==> src/lock_settings.svh <==
`ifndef LOCK_SETTINGS_SVH
`define LOCK_SETTINGS_SVH

// Code geometry
`define CODE_DIGITS     20
`define NUM_USER_CODES  4

// All times in clock cycles, one cycle per millisecond
`define DEBOUNCE_MS     100    // Button hold time
`define RETRY_MS        1000   // Keypad lock after a wrong code
`define BLOCK_MS        30000  // Keypad lock once the attempts run out
`define MS_PER_SEC      1000   // Configured seconds to cycles

// Failures tolerated before the long lockout
`define MAX_ATTEMPTS    5

`endif

==> src/lock_pkg.sv <==
`include "lock_settings.svh"

package lock_pkg;

    typedef logic [3:0] digit_t;                // One keypad or display digit

    localparam digit_t DIGIT_BAR     = 4'hA;    // Lit bar on the display
    localparam digit_t DIGIT_BLANK   = 4'hB;    // Blank digit, "#" on the keypad
    localparam digit_t DIGIT_TIMEOUT = 4'hE;    // Keypad gave up waiting
    localparam digit_t DIGIT_EMPTY   = 4'hF;    // Nothing entered

    typedef digit_t [`CODE_DIGITS-1:0] code_t;  // Digit 0 is the last one typed

    // Keypad word, read whole or by its lowest digit
    typedef union packed {
        code_t code;
        struct packed {
            logic [(`CODE_DIGITS-1)*4-1:0] pad;
            digit_t                        cmd;
        } command;
    } key_entry_u;

    typedef struct packed {
        logic                             beep_en;       // Open-door beep allowed
        logic [7:0]                       beep_sec;      // Open time before beeping
        logic [7:0]                       autolock_sec;  // Ajar time before relocking
        code_t                            master;
        code_t [`NUM_USER_CODES-1:0]      user;
    } lock_cfg_t;

    typedef digit_t [5:0] bcd_t;                // Six display digits, digit 0 lowest

    typedef enum logic [4:0] {
        ST_INIT,
        ST_CLOSED,       // Latch engaged, keypad live
        ST_UNLOCK_DB,    // Inside button held to unlock
        ST_USER_CHK,     // Send entry to the matcher
        ST_USER_WAIT,
        ST_LOCKOUT,      // Keypad blocked after a wrong code
        ST_BEEP_TO,      // Single beep on keypad timeout
        ST_AJAR,         // Latch released, door still shut
        ST_RELOCK_DB,    // Inside button held to relock
        ST_OPEN,
        ST_BEEP_OPEN,    // Door left open too long
        ST_CFG_DB,       // Config button held
        ST_MASTER_IDLE,  // Waiting for the master code
        ST_MASTER_CHK,
        ST_MASTER_WAIT,
        ST_SETUP
    } door_state_t;

    typedef logic [3:0] attempt_t;              // Saturating failure count

endpackage

==> src/code_check_if.sv <==
`timescale 1ns/1ps

// One code check in flight at a time, done closes it
interface code_check_if import lock_pkg::*; ();

    logic  start;       // One-cycle request
    logic  master_sel;  // Compare against the master code only
    code_t entry;       // Held until done
    logic  done;        // One-cycle answer
    logic  match;       // Valid with done

    modport ctrl (
        output start, master_sel, entry,
        input  done, match
    );

    modport matcher (
        input  start, master_sel, entry,
        output done, match
    );

endinterface

==> src/code_match.sv <==
`timescale 1ns/1ps
`include "lock_settings.svh"

module code_match import lock_pkg::*; (
    input  logic          clk,
    input  logic          rst,
    input  lock_cfg_t     cfg,
    code_check_if.matcher chk
);

    localparam int IDX_W = (`NUM_USER_CODES > 1) ? $clog2(`NUM_USER_CODES) : 1;

    logic             busy;       // Request accepted, answer pending
    logic             is_master;
    logic [IDX_W-1:0] idx;        // User slot under test
    code_t            ref_code;
    logic             hit;
    logic             last;       // No further slot to try

    // Stored word compared this cycle
    always_comb begin
        if (is_master)
            ref_code = cfg.master;
        else
            ref_code = cfg.user[idx];
    end

    assign hit  = (chk.entry == ref_code);
    assign last = is_master || (idx == IDX_W'(`NUM_USER_CODES - 1));

    // Answer as soon as a slot matches or the list is exhausted
    assign chk.done  = busy && (hit || last);
    assign chk.match = busy && hit;

    always_ff @(posedge clk or posedge rst) begin
        if (rst) begin
            busy      <= 1'b0;
            is_master <= 1'b0;
            idx       <= '0;
        end else begin
            if (chk.start) begin
                busy      <= 1'b1;
                is_master <= chk.master_sel;
                idx       <= '0;         // Always start from slot 0
            end else if (chk.done) begin
                busy <= 1'b0;
            end else if (busy) begin
                idx <= idx + 1'b1;       // Next user slot
            end
        end
    end

endmodule

==> src/lockout_ctrl.sv <==
`timescale 1ns/1ps
`include "lock_settings.svh"

module lockout_ctrl import lock_pkg::*; (
    input  logic clk,
    input  logic rst,
    input  logic fail,            // Wrong user code, one cycle
    input  logic clear,           // Good user code, one cycle
    output logic keypad_release,  // Lockout over, one cycle
    output bcd_t bcd
);

    localparam int TMR_W = $clog2(`BLOCK_MS);

    attempt_t         attempts;
    attempt_t         attempts_inc;
    logic             blocking;   // Keypad held off
    logic             long_blk;   // Long lockout selected
    logic [TMR_W-1:0] tmr;
    logic [TMR_W-1:0] tmr_last;

    // Count saturates at all ones
    assign attempts_inc = (attempts == '1) ? attempts : attempts + 1'b1;

    assign tmr_last = long_blk ? TMR_W'(`BLOCK_MS - 1) : TMR_W'(`RETRY_MS - 1);

    assign keypad_release = blocking && (tmr == tmr_last);

    always_ff @(posedge clk or posedge rst) begin
        if (rst) begin
            attempts <= '0;
            blocking <= 1'b0;
            long_blk <= 1'b0;
            tmr      <= '0;
        end else begin
            if (fail) begin
                attempts <= attempts_inc;
                blocking <= 1'b1;
                long_blk <= (attempts_inc > `MAX_ATTEMPTS);
                tmr      <= '0;
            end else if (keypad_release) begin
                blocking <= 1'b0;
            end else if (blocking) begin
                tmr <= tmr + 1'b1;
            end

            if (clear)
                attempts <= '0;  // Correct code forgives earlier failures
        end
    end

    // One bar per failure from digit 0 up, blank otherwise
    always_comb begin
        for (int i = 0; i < 6; i++) begin
            if (blocking && (attempts > i))
                bcd[i] = DIGIT_BAR;
            else
                bcd[i] = DIGIT_BLANK;
        end
    end

endmodule

==> src/door_fsm.sv <==
`timescale 1ns/1ps
`include "lock_settings.svh"

module door_fsm import lock_pkg::*; (
    input  logic       clk,
    input  logic       rst,
    input  logic       door_open,
    input  logic       inside_button,
    input  logic       config_button,
    input  key_entry_u key_entry,
    input  logic       key_valid,
    input  lock_cfg_t  setup_cfg,
    input  logic       setup_valid,
    code_check_if.ctrl chk,
    output logic       fail,
    output logic       clear,
    input  logic       keypad_release,
    output lock_cfg_t  cfg,
    output logic       keypad_en,
    output logic       setup_on,
    output logic       lock_engaged,
    output logic       beep
);

    localparam int TIME_W = $clog2(255 * `MS_PER_SEC + 1);  // 8-bit seconds field
    localparam int DB_W   = $clog2(`DEBOUNCE_MS + 1);

    // Factory master code 1234
    localparam code_t MASTER_RESET = {{(`CODE_DIGITS - 4){DIGIT_EMPTY}},
                                      4'h1, 4'h2, 4'h3, 4'h4};
    localparam code_t ALL_EMPTY    = {`CODE_DIGITS{DIGIT_EMPTY}};
    localparam code_t ALL_BLANK    = {`CODE_DIGITS{DIGIT_BLANK}};
    localparam code_t ALL_TIMEOUT  = {`CODE_DIGITS{DIGIT_TIMEOUT}};

    door_state_t       state;
    code_t             code_reg;      // Entry under check
    logic [DB_W-1:0]   db_cnt;
    logic [TIME_W-1:0] auto_cnt;
    logic [TIME_W-1:0] beep_cnt;
    logic [TIME_W-1:0] autolock_lim;
    logic [TIME_W-1:0] beep_lim;
    logic              db_done;

    assign db_done      = (db_cnt >= DB_W'(`DEBOUNCE_MS - 1));
    assign autolock_lim = TIME_W'(cfg.autolock_sec * `MS_PER_SEC);
    assign beep_lim     = TIME_W'(cfg.beep_sec * `MS_PER_SEC);

    // Requests to the matcher
    assign chk.start      = (state == ST_USER_CHK) || (state == ST_MASTER_CHK);
    assign chk.master_sel = (state == ST_MASTER_CHK) || (state == ST_MASTER_WAIT);
    assign chk.entry      = code_reg;

    assign fail  = (state == ST_USER_WAIT) && chk.done && !chk.match;
    assign clear = (state == ST_USER_WAIT) && chk.done && chk.match;

    always_ff @(posedge clk or posedge rst) begin
        if (rst) begin
            state            <= ST_INIT;
            db_cnt           <= '0;
            auto_cnt         <= '0;
            beep_cnt         <= '0;
            cfg.beep_en      <= 1'b1;
            cfg.beep_sec     <= 8'd5;
            cfg.autolock_sec <= 8'd5;
            cfg.master       <= MASTER_RESET;
            cfg.user         <= {`NUM_USER_CODES{ALL_EMPTY}};
        end else begin
            // Each counter runs only in its own states
            db_cnt   <= '0;
            auto_cnt <= '0;
            beep_cnt <= '0;

            case (state)
                ST_INIT: begin
                    if (!door_open)
                        state <= ST_CLOSED;
                end

                ST_CLOSED: begin
                    if (inside_button) begin
                        state <= ST_UNLOCK_DB;
                    end else if (key_valid) begin
                        case (key_entry.command.cmd)
                            DIGIT_BLANK, DIGIT_EMPTY: state <= ST_CLOSED;
                            DIGIT_TIMEOUT:            state <= ST_BEEP_TO;
                            default: begin
                                code_reg <= key_entry.code;
                                state    <= ST_USER_CHK;
                            end
                        endcase
                    end
                end

                ST_UNLOCK_DB: begin
                    if (!inside_button)
                        state <= db_done ? ST_AJAR : ST_CLOSED;  // Unlock on release
                    else
                        db_cnt <= db_done ? db_cnt : db_cnt + 1'b1;
                end

                ST_USER_CHK: state <= ST_USER_WAIT;

                ST_USER_WAIT: begin
                    if (chk.done)
                        state <= chk.match ? ST_AJAR : ST_LOCKOUT;
                end

                ST_LOCKOUT: begin
                    if (keypad_release)
                        state <= ST_CLOSED;
                end

                ST_BEEP_TO: state <= ST_CLOSED;

                ST_AJAR: begin
                    if (door_open)
                        state <= ST_OPEN;
                    else if (inside_button)
                        state <= ST_RELOCK_DB;
                    else if (auto_cnt + 1'b1 >= autolock_lim)
                        state <= ST_CLOSED;            // Auto-lock
                    else
                        auto_cnt <= auto_cnt + 1'b1;
                end

                ST_RELOCK_DB: begin
                    if (db_done)
                        state <= ST_CLOSED;
                    else if (!inside_button)
                        state <= ST_OPEN;
                    else
                        db_cnt <= db_cnt + 1'b1;
                end

                ST_OPEN: begin
                    if (config_button)
                        state <= ST_CFG_DB;
                    else if (!door_open)
                        state <= ST_AJAR;
                    else if (cfg.beep_en && (beep_cnt + 1'b1 >= beep_lim))
                        state <= ST_BEEP_OPEN;
                    else if (cfg.beep_en)
                        beep_cnt <= beep_cnt + 1'b1;
                end

                ST_BEEP_OPEN: begin
                    if (config_button)
                        state <= ST_CFG_DB;
                    else if (!door_open)
                        state <= ST_AJAR;
                end

                ST_CFG_DB: begin
                    if (db_done)
                        state <= ST_MASTER_IDLE;
                    else if (config_button)
                        db_cnt <= db_cnt + 1'b1;
                    else
                        state <= ST_OPEN;
                end

                ST_MASTER_IDLE: begin
                    if (key_valid) begin
                        if (key_entry.code == ALL_BLANK) begin
                            state <= ST_OPEN;                  // "#" leaves
                        end else if (key_entry.code != ALL_TIMEOUT) begin
                            code_reg <= key_entry.code;
                            state    <= ST_MASTER_CHK;
                        end
                    end
                end

                ST_MASTER_CHK: state <= ST_MASTER_WAIT;

                ST_MASTER_WAIT: begin
                    if (chk.done)
                        state <= chk.match ? ST_SETUP : ST_MASTER_IDLE;
                end

                ST_SETUP: begin
                    if (setup_valid) begin
                        cfg   <= setup_cfg;
                        state <= ST_OPEN;
                    end
                end

                default: state <= ST_INIT;
            endcase
        end
    end

    // Outputs follow the state alone
    always_comb begin
        keypad_en    = 1'b0;
        setup_on     = 1'b0;
        lock_engaged = 1'b0;
        beep         = 1'b0;
        case (state)
            ST_CLOSED: begin
                keypad_en    = 1'b1;
                lock_engaged = 1'b1;
            end
            ST_UNLOCK_DB, ST_USER_CHK, ST_USER_WAIT, ST_LOCKOUT: lock_engaged = 1'b1;
            ST_BEEP_TO: begin
                lock_engaged = 1'b1;
                beep         = 1'b1;
            end
            ST_OPEN, ST_MASTER_IDLE: keypad_en = 1'b1;
            ST_BEEP_OPEN: begin
                keypad_en = 1'b1;
                beep      = 1'b1;
            end
            ST_SETUP: begin
                keypad_en = 1'b1;
                setup_on  = 1'b1;
            end
            default: begin
                keypad_en = 1'b0;  // Ajar, debounce and master check states
            end
        endcase
    end

endmodule

==> src/door_lock.sv <==
`timescale 1ns/1ps

module door_lock import lock_pkg::*; (
    input  logic       clk,
    input  logic       rst,
    input  logic       door_open,
    input  logic       inside_button,
    input  logic       config_button,
    input  key_entry_u key_entry,
    input  logic       key_valid,
    input  lock_cfg_t  setup_cfg,
    input  logic       setup_valid,
    output bcd_t       bcd,
    output logic       keypad_en,
    output logic       setup_on,
    output logic       lock_engaged,
    output logic       beep
);

    logic      fail;
    logic      clear;
    logic      keypad_release;
    lock_cfg_t cfg;               // Live configuration, owned by the FSM

    code_check_if chk ();

    door_fsm u_fsm (
        .clk            (clk),
        .rst            (rst),
        .door_open      (door_open),
        .inside_button  (inside_button),
        .config_button  (config_button),
        .key_entry      (key_entry),
        .key_valid      (key_valid),
        .setup_cfg      (setup_cfg),
        .setup_valid    (setup_valid),
        .chk            (chk.ctrl),
        .fail           (fail),
        .clear          (clear),
        .keypad_release (keypad_release),
        .cfg            (cfg),
        .keypad_en      (keypad_en),
        .setup_on       (setup_on),
        .lock_engaged   (lock_engaged),
        .beep           (beep)
    );

    code_match u_match (
        .clk (clk),
        .rst (rst),
        .cfg (cfg),
        .chk (chk.matcher)
    );

    // Attempt counter drives the display directly
    lockout_ctrl u_lockout (
        .clk            (clk),
        .rst            (rst),
        .fail           (fail),
        .clear          (clear),
        .keypad_release (keypad_release),
        .bcd            (bcd)
    );

endmodule

==> config.mk <==
export PLATFORM = sky130hd
export DESIGN_NAME = door_lock
export DESIGN_NICKNAME = d
export VERILOG_FILES = /design/src/lock_pkg.sv /design/src/code_check_if.sv /design/src/code_match.sv /design/src/lockout_ctrl.sv /design/src/door_fsm.sv /design/src/door_lock.sv
export VERILOG_INCLUDE_DIRS = /design/src
export SDC_FILE = /design/constraint.sdc
export NUM_CORES = 1
export LEC_CHECK = 0
export BUFFER_PORTS_ARGS = -buffer_cell sky130_fd_sc_hd__buf_2
export CORE_UTILIZATION = 36
export CTS_CLUSTER_SIZE = 16
export DETAILED_ROUTE_END_ITERATION = 8
export GPL_TIMING_DRIVEN = 0
export PLACE_DENSITY_LB_ADDON = 0.2
export SLEW_MARGIN = 25
export SYNTH_ARGS = -nofsm -noshare
export SYNTH_HDL_FRONTEND = slang
export SYNTH_SLANG_ARGS = --single-unit
==> constraint.sdc <==
create_clock -name clk -period 17.1 [get_ports clk]
set_clock_uncertainty 0.2 [all_clocks]
set_input_delay 0.855 -clock clk [delete_from_list [all_inputs] [get_ports clk]]
set_output_delay 0.855 -clock clk [all_outputs]
set_load 0.1 [all_outputs]
=== Word level (Yosys, flattened, before mapping) ===
Index checks and enable logic that the tools add are counted.

* Bits in registers: 570
* Input port bits: 504
* Output and inout bits: 28
* Word-level logic and storage cells: 313

* Add/sub/neg operators: 6
* Multiply operators: 2
* Magnitude comparators: 11
* Equal/unequal tests: 46
* Muxes and demuxes: 78
* Bitwise operators: 1
* Reductions and logical operators: 35

{| class="wikitable"
|+ Operator list
! cell !! number
|-
| $mux W80 || 8
|-
| $mux W18 || 9
|-
| $bmux W80 S2 || 1
|-
| $pmux W80 S2 || 1
|-
| $mux W5 || 23
|-
| $eq A80 B80 Y1 || 1
|-
| $eq A80 B80 Y1 const B || 1
|-
| $ne A80 B80 Y1 const B || 1
|-
| $pmux W5 S16 || 1
|-
| $mux W15 || 4
|-
| $mux W7 || 6
|-
| $eq A5 B4 Y1 const B || 8
|-
| $add A18 B1 Y18 const B || 2
|-
| $ge A18 B18 Y1 || 2
|-
| $mul A8 B7 Y15 const B || 2
|-
| $ne A2 B2 Y1 const B || 11
|-
| $pmux W7 S3 || 1
|-
| $eq A5 B3 Y1 const B || 4
|-
| $eq A4 B4 Y1 const B || 4
|-
| $add A15 B1 Y15 const B || 1
|-
| $eq A15 B15 Y1 || 1
|-
| $mux W1 || 14
|-
| $reduce_and A14 Y1 || 1
|-
| $logic_and A1 B1 Y1 || 13
|-
| 31 further kinds || 59
|}

=== Logic depth before layout (Yosys ltp) ===
* Depth in word-level cells: 10
* Depth in mapped cells: 26

=== By module ===
Synthesis repeated with hierarchy kept, for this count alone.

* Cell total of the unflattened synthesis: 2271
* Area total of the unflattened synthesis: 30520.5 µm²

{| class="wikitable"
|+ Modules (own cells, without submodules)
! module !! instances !! cells an instance !! area each (µm²) !! seq. area each (µm²)
|-
| door_fsm || 1 || 1693 || 24840.1 || 14506.4
|-
| code_match || 1 || 413 || 4236.6 || 100.1
|-
| lockout_ctrl || 1 || 165 || 1443.9 || 525.5
|}

=== Least setup slack after synthesis ===
Ideal clock, no wire load.

* Path type: in2reg
* From: in inside_button
* To: reg u_fsm.code_reg, in the netlist u_fsm.chk.entry[0], enable pin
* Library setup time: 0.545 ns
* Arrival: 5.496 ns
* Path slack: 10.859 ns
* Stages on the path: 5
* Cells stage by stage: clkbuf_1 nor4_1 a22o_1 nand4_1 a21oi_1

* Cells in the longest elaborated chain, start to end: 2

{| class="wikitable"
|+ RTL lines
! what !! RTL line !! RTL
|-
| start: declaration || door_lock.sv:7 || <nowiki>input logic inside_button,</nowiki>
|-
| $ne A2 B2 Y1 (no line) || - ||
|-
| $reduce_and A8 Y1 (no line) || - ||
|-
| end signal: assignment || door_fsm.sv:87 || <nowiki>code_reg <= key_entry.code;</nowiki>
|-
| end signal: assignment || door_fsm.sv:167 || <nowiki>code_reg <= key_entry.code;</nowiki>
|-
| end: declaration || door_fsm.sv:36 || <nowiki>code_t code_reg;</nowiki>
|}

No other way between the ends.
A chain may end at the register's enable or synchronous reset.

=== Worst setup path after layout ===
* From: reg, netlist name u_fsm.cfg[402]
* To: reg u_fsm.state[1]

* Cells in the longest elaborated chain, start to end: 4

{| class="wikitable"
|+ RTL lines
! what !! RTL line !! RTL
|-
| $mul A8 B7 Y15 (no line) || - ||
|-
| $ge A18 B18 Y1 || door_fsm.sv:120 || <nowiki>else if (auto_cnt + 1'b1 >= autolock_lim)</nowiki>
|-
| $ne A4 B3 Y1 (no line) || - ||
|-
| $reduce_and A14 Y1 (no line) || - ||
|-
| end signal: assignment || door_fsm.sv:96 || <nowiki>state <= db_done ? ST_AJAR : ST_CLOSED;</nowiki>
|-
| end signal: assignment || door_fsm.sv:105 || <nowiki>state <= chk.match ? ST_AJAR : ST_LOCKOUT;</nowiki>
|-
| end: declaration || door_fsm.sv:35 || <nowiki>door_state_t state;</nowiki>
|}

No other way between the ends.

==> summary by stage <==
STA
The final-report setup violation count is 0. After layout, the worst setup slack is 9870 ps. The highest achievable clock rate is roughly 0.14 GHz. The final critical-path share of the clock period is 0.423. Setup repair after global routing left no endpoint under its margin.

The smallest clock period supported by the final layout is computed as 7230 ps. At the pin with the least slew margin, the transition time is ~1100 ps. The tightest slew margin relative to the limit is 0.297.

The max-slew violation total from the final report came to 0. The final hold violation count is 0.

Final layout
The core occupancy in the finished layout is 0.448. The share of layout cells above drive strength 1 is 0.537. Counting the fill cells in the layout gives about 7600. The area occupied by multi-input gates is approximately 14000 um^2. The area taken by flip-flops and latches is 15100 um^2. For this run, the post-layout net count is 3530. The area added between synthesis and finish is 22.3%.

Power
The analysis attributes to net switching a power of 0.00338 W. The part of the total power dissipated in sequential elements is 0.299. The switching power share of the total is 0.395.

The cell area power density is ~230 nW/um^2. The maximum vdd drop is just over 0.2 mV. The combinational power share is 0.521. The internal power of the cells totals approximately 0.0052 W. The share of total power dissipated in the clock network is 0.180.

Summed over all cells, the static leakage comes to 15.6 nW.

Synth
The fraction of synthesized cell area taken by the top area cell type is 0.342. The predominant post-synthesis flop cell is dfstp_2. The number of warnings printed during yosys synthesis is 0. Yosys attributes the largest share of cell area to dfstp_2 34%, mux2_2 16%, edfxtp_1 7.9%. The dominant cell by count in the synthesized netlist is mux2_2. Counting flops with a built-in enable in the synthesized netlist gives 80.

After synthesis, the mean cell area works out to approximately 13 um^2. The cell count after synthesis is 2259. The synthesized netlist contains 73 unique library cells. The most area-hungry cell type in the Yosys netlist is dfstp_2. In this run, synthesis produced a sequential element count of 569. The proportion of synthesized flip-flops having asynchronous set or reset is 0.859.

The commonest cells after synthesis are 420 x mux2_2, 394 x dfstp_2, 125 x inv_1. The synthesized area is about 30000 um^2. The share of the Yosys chip area taken by registers is 0.500.

Clock tree
The later pin in the worst-skew pair is clocked with a latency of roughly 630 ps. The clock edge transition at the registers on the reported setup and hold paths is about 60 ps. The clock passes through at most 3 buffers.

The total clock sinks is about 570. The post-CTS setup buffer count is 0. The master cell of the clock root buffer is clkbuf_16. The TritonCTS clock tree is done. After clock tree synthesis, the repair step resized 0 gates. Buffers inserted during clock tree synthesis total ~70. The number of levels the H-tree was split into is 3. The hold buffer count at cts is 0.

Route
The routed design has 112000 um of wire. The via total after detailed routing is 21400. The pre-antenna-repair detailed-routing pass consisted of 7 iterations. After the first detailed-routing iteration, the DRC count stood at roughly 1400. Using the TritonRoute via totals, the vias-per-cell ratio works out to 5.30. The remaining number of nets flagged by the antenna check after routing is 0. The routed length per placed instance is roughly 28 um.

The number of design rule violations left after detail routing is 0.

Setup path
The worst endpoint required time is 17390 ps. Counting cells, the worst reg-to-reg path comes to 23. STA classifies the critical path startpoint as a flop. The worst register-to-register path has a setup slack of around 9900 ps.

The startpoint of the worst register-to-register path is u_fsm.cfg[402]. The type of destination of the critical path is a flop. Of all nets on the critical path, the largest fanout is 10. The endpoint of the lowest-slack register-to-register path is u_fsm.state[1]. The worst setup path is of the flop to flop kind. At the worst endpoint, the arrival time is approximately 7500 ps.

Floorplan
The overall die width is between 200 and 300 um. The number of placement rows is 105. The die extent in y is ~300 um.

The initial utilization of the core area, before any placement, comes to 0.366. between 500 and 600 I/O pins were placed. The core region is just over 80000 um^2. The die footprint is around 85000 um^2.

Global route
The via count of the first global-routing pass is 22400. The initial antenna violation count is between 70 and 80. The pin count of the biggest net entering global routing is 99. The total overflow reported by the global router is 0. For this run, the total global-route usage over all layers was measured as 0.261.

The wire length of the first global-routing pass is between 150000 and 200000 um.

Placed design
The number of port buffers is roughly 510. OpenSTA, run right after detailed placement, puts the worst setup slack at roughly 10000 ps. The HPWL reported at the end of detailed placement is 87300 um. Routability-driven placement finished with a final weighted congestion of about 0.9.

Flow run
The max-cap violation count is 0.

Hold path
The path class of the tightest hold or removal check is input pin to asynchronous set/reset pin.

Run status
The flow ran to the end, and the final reports show no timing, DRC or antenna violations.
[cell usage in the layout (no fill, tap or decap), types with 9 or more instances in the layout]
cell type and count:
edfxtp_1 80, and3_1 10, diode_2 40, nand2_1 57, nand4_1 43, fa_1 43
inv_1 124, buf_2 522, nor4_1 14, mux2_2 420, mux2i_1 53, nand2b_1 20
clkbuf_8 16, dfstp_2 394, xor2_1 70, nor3_1 22, ha_1 115, clkbuf_1 76
a21o_1 13, clkbuf_16 74, nor2b_1 51, nor2_1 73, mux4_2 69, buf_16 9
xnor2_1 117, dfrtp_1 95, o21ai_0 44, conb_1 18, o22ai_1 15, nand3_1 43
a211oi_1 9, a21oi_1 36, buf_4 26, nor4bb_1 12
[power by group through the flow]
stage / registers (W) / clock network [W] / logic, W
final: 0.00255 / 0.00154 / 0.00445
after global routing: 0.00262 / 0.00163 / 0.00502
after CTS: 0.00255 / 0.00158 / 0.00450
after detailed placement: 0.00257 / 0 / 0.00445
after global placement: 0.00255 / 0 / 0.00437
after floorplan: 0.00243 / 0 / 0.00335
[cell type report]
cell class,count,area share
well taps,1070,0.0362
plain buffers,106,0.0156
diodes,40,0.00270
clock inverters,16,0.00629
flip-flops and latches,569,0.409
clock buffers,116,0.0586
repair buffers,520,0.0758
multi-input cells,1474,0.383
inverters,126,0.0130
[sequential cells by signal, summed over array words and instances, names as in the netlist, 2 cells and up]
name / count
u_fsm.auto_cnt: 18
u_fsm.cfg: 417
u_fsm.beep_cnt: 18
u_lockout.tmr: 15
u_fsm.chk.entry: 80
u_lockout.attempts: 4
u_fsm.db_cnt: 7
u_match.idx: 2
u_fsm.state: 4
[cell families after synthesis]
kind of cell,after synthesis,share of synthesized area
multiplexers,543,0.226
flip-flops,569,0.500
XOR/XNOR,187,0.0541
buffers and inverters,232,0.0344
other,2,0.000248
adder cells (fa/ha/maj),159,0.0763
AND/OR/NAND/NOR,380,0.0687
AO/OA/AOI/OAI,187,0.0408
[worst max-delay path by stage]
stage,start,end,slack [ps],cells past startpoint
2_1_floorplan,rst,u_fsm.auto_cnt[0],3050,1
3_3_place_gp,rst,u_fsm.cfg[335],-3000,2
3_5_place_dp,u_fsm.cfg[402],u_fsm.state[1],10040,23
4_1_cts,u_fsm.cfg[402],u_fsm.state[1],9950,23
5_1_grt,u_fsm.cfg[402],u_fsm.state[1],9500,23
6_report,u_fsm.cfg[402],u_fsm.state[1],9870,23
[metrics by stage]
| stage | TNS [ps] | area [um^2] | hold slack (ps) | std cells | total power [W] |
|---|---|---|---|---|---|
| after floorplan | 0 | 30300 | 274 | 2275 | 0.00577 |
| after global placement | -273540 | 34200 | 293 | 3856 | 0.00692 |
| after detailed placement | 0 | 34500 | 304 | 3865 | 0.00702 |
| after CTS | 0 | 36900 | 138 | 3997 | 0.00863 |
| after global routing | 0 | 37000 | 154 | 4015 | 0.00927 |
| final | 0 | 37000 | 154 | 4037 | 0.00854 |
[layer usage]
metal,global-route usage,vias up,share of wire
li1,-,9388,-
met1,0.324,10900,0.40
met2,0.429,782,0.48
met3,0.0736,238,0.082
met4,0.0963,60,0.037
met5,0,-,0.0033
[critical path, cell delays in order, from the launching register on]
cell,delay [ps]
dfstp_2,620
inv_1,110
fa_1,490
fa_1,510
inv_1,50
fa_1,510
inv_1,50
fa_1,500
inv_1,40
ha_1,320
a21boi_0,130
o21ai_0,240
a21oi_1,130
o21a_1,190
o21ai_0,210
a21oi_1,100
a2111oi_0,500
ha_1,220
nand4_1,140
o2111ai_1,290
a21o_1,420
nand4_1,350
a31oi_1,390
mux2_2,380
No activity file was read; power rests on OpenSTA's default activity.
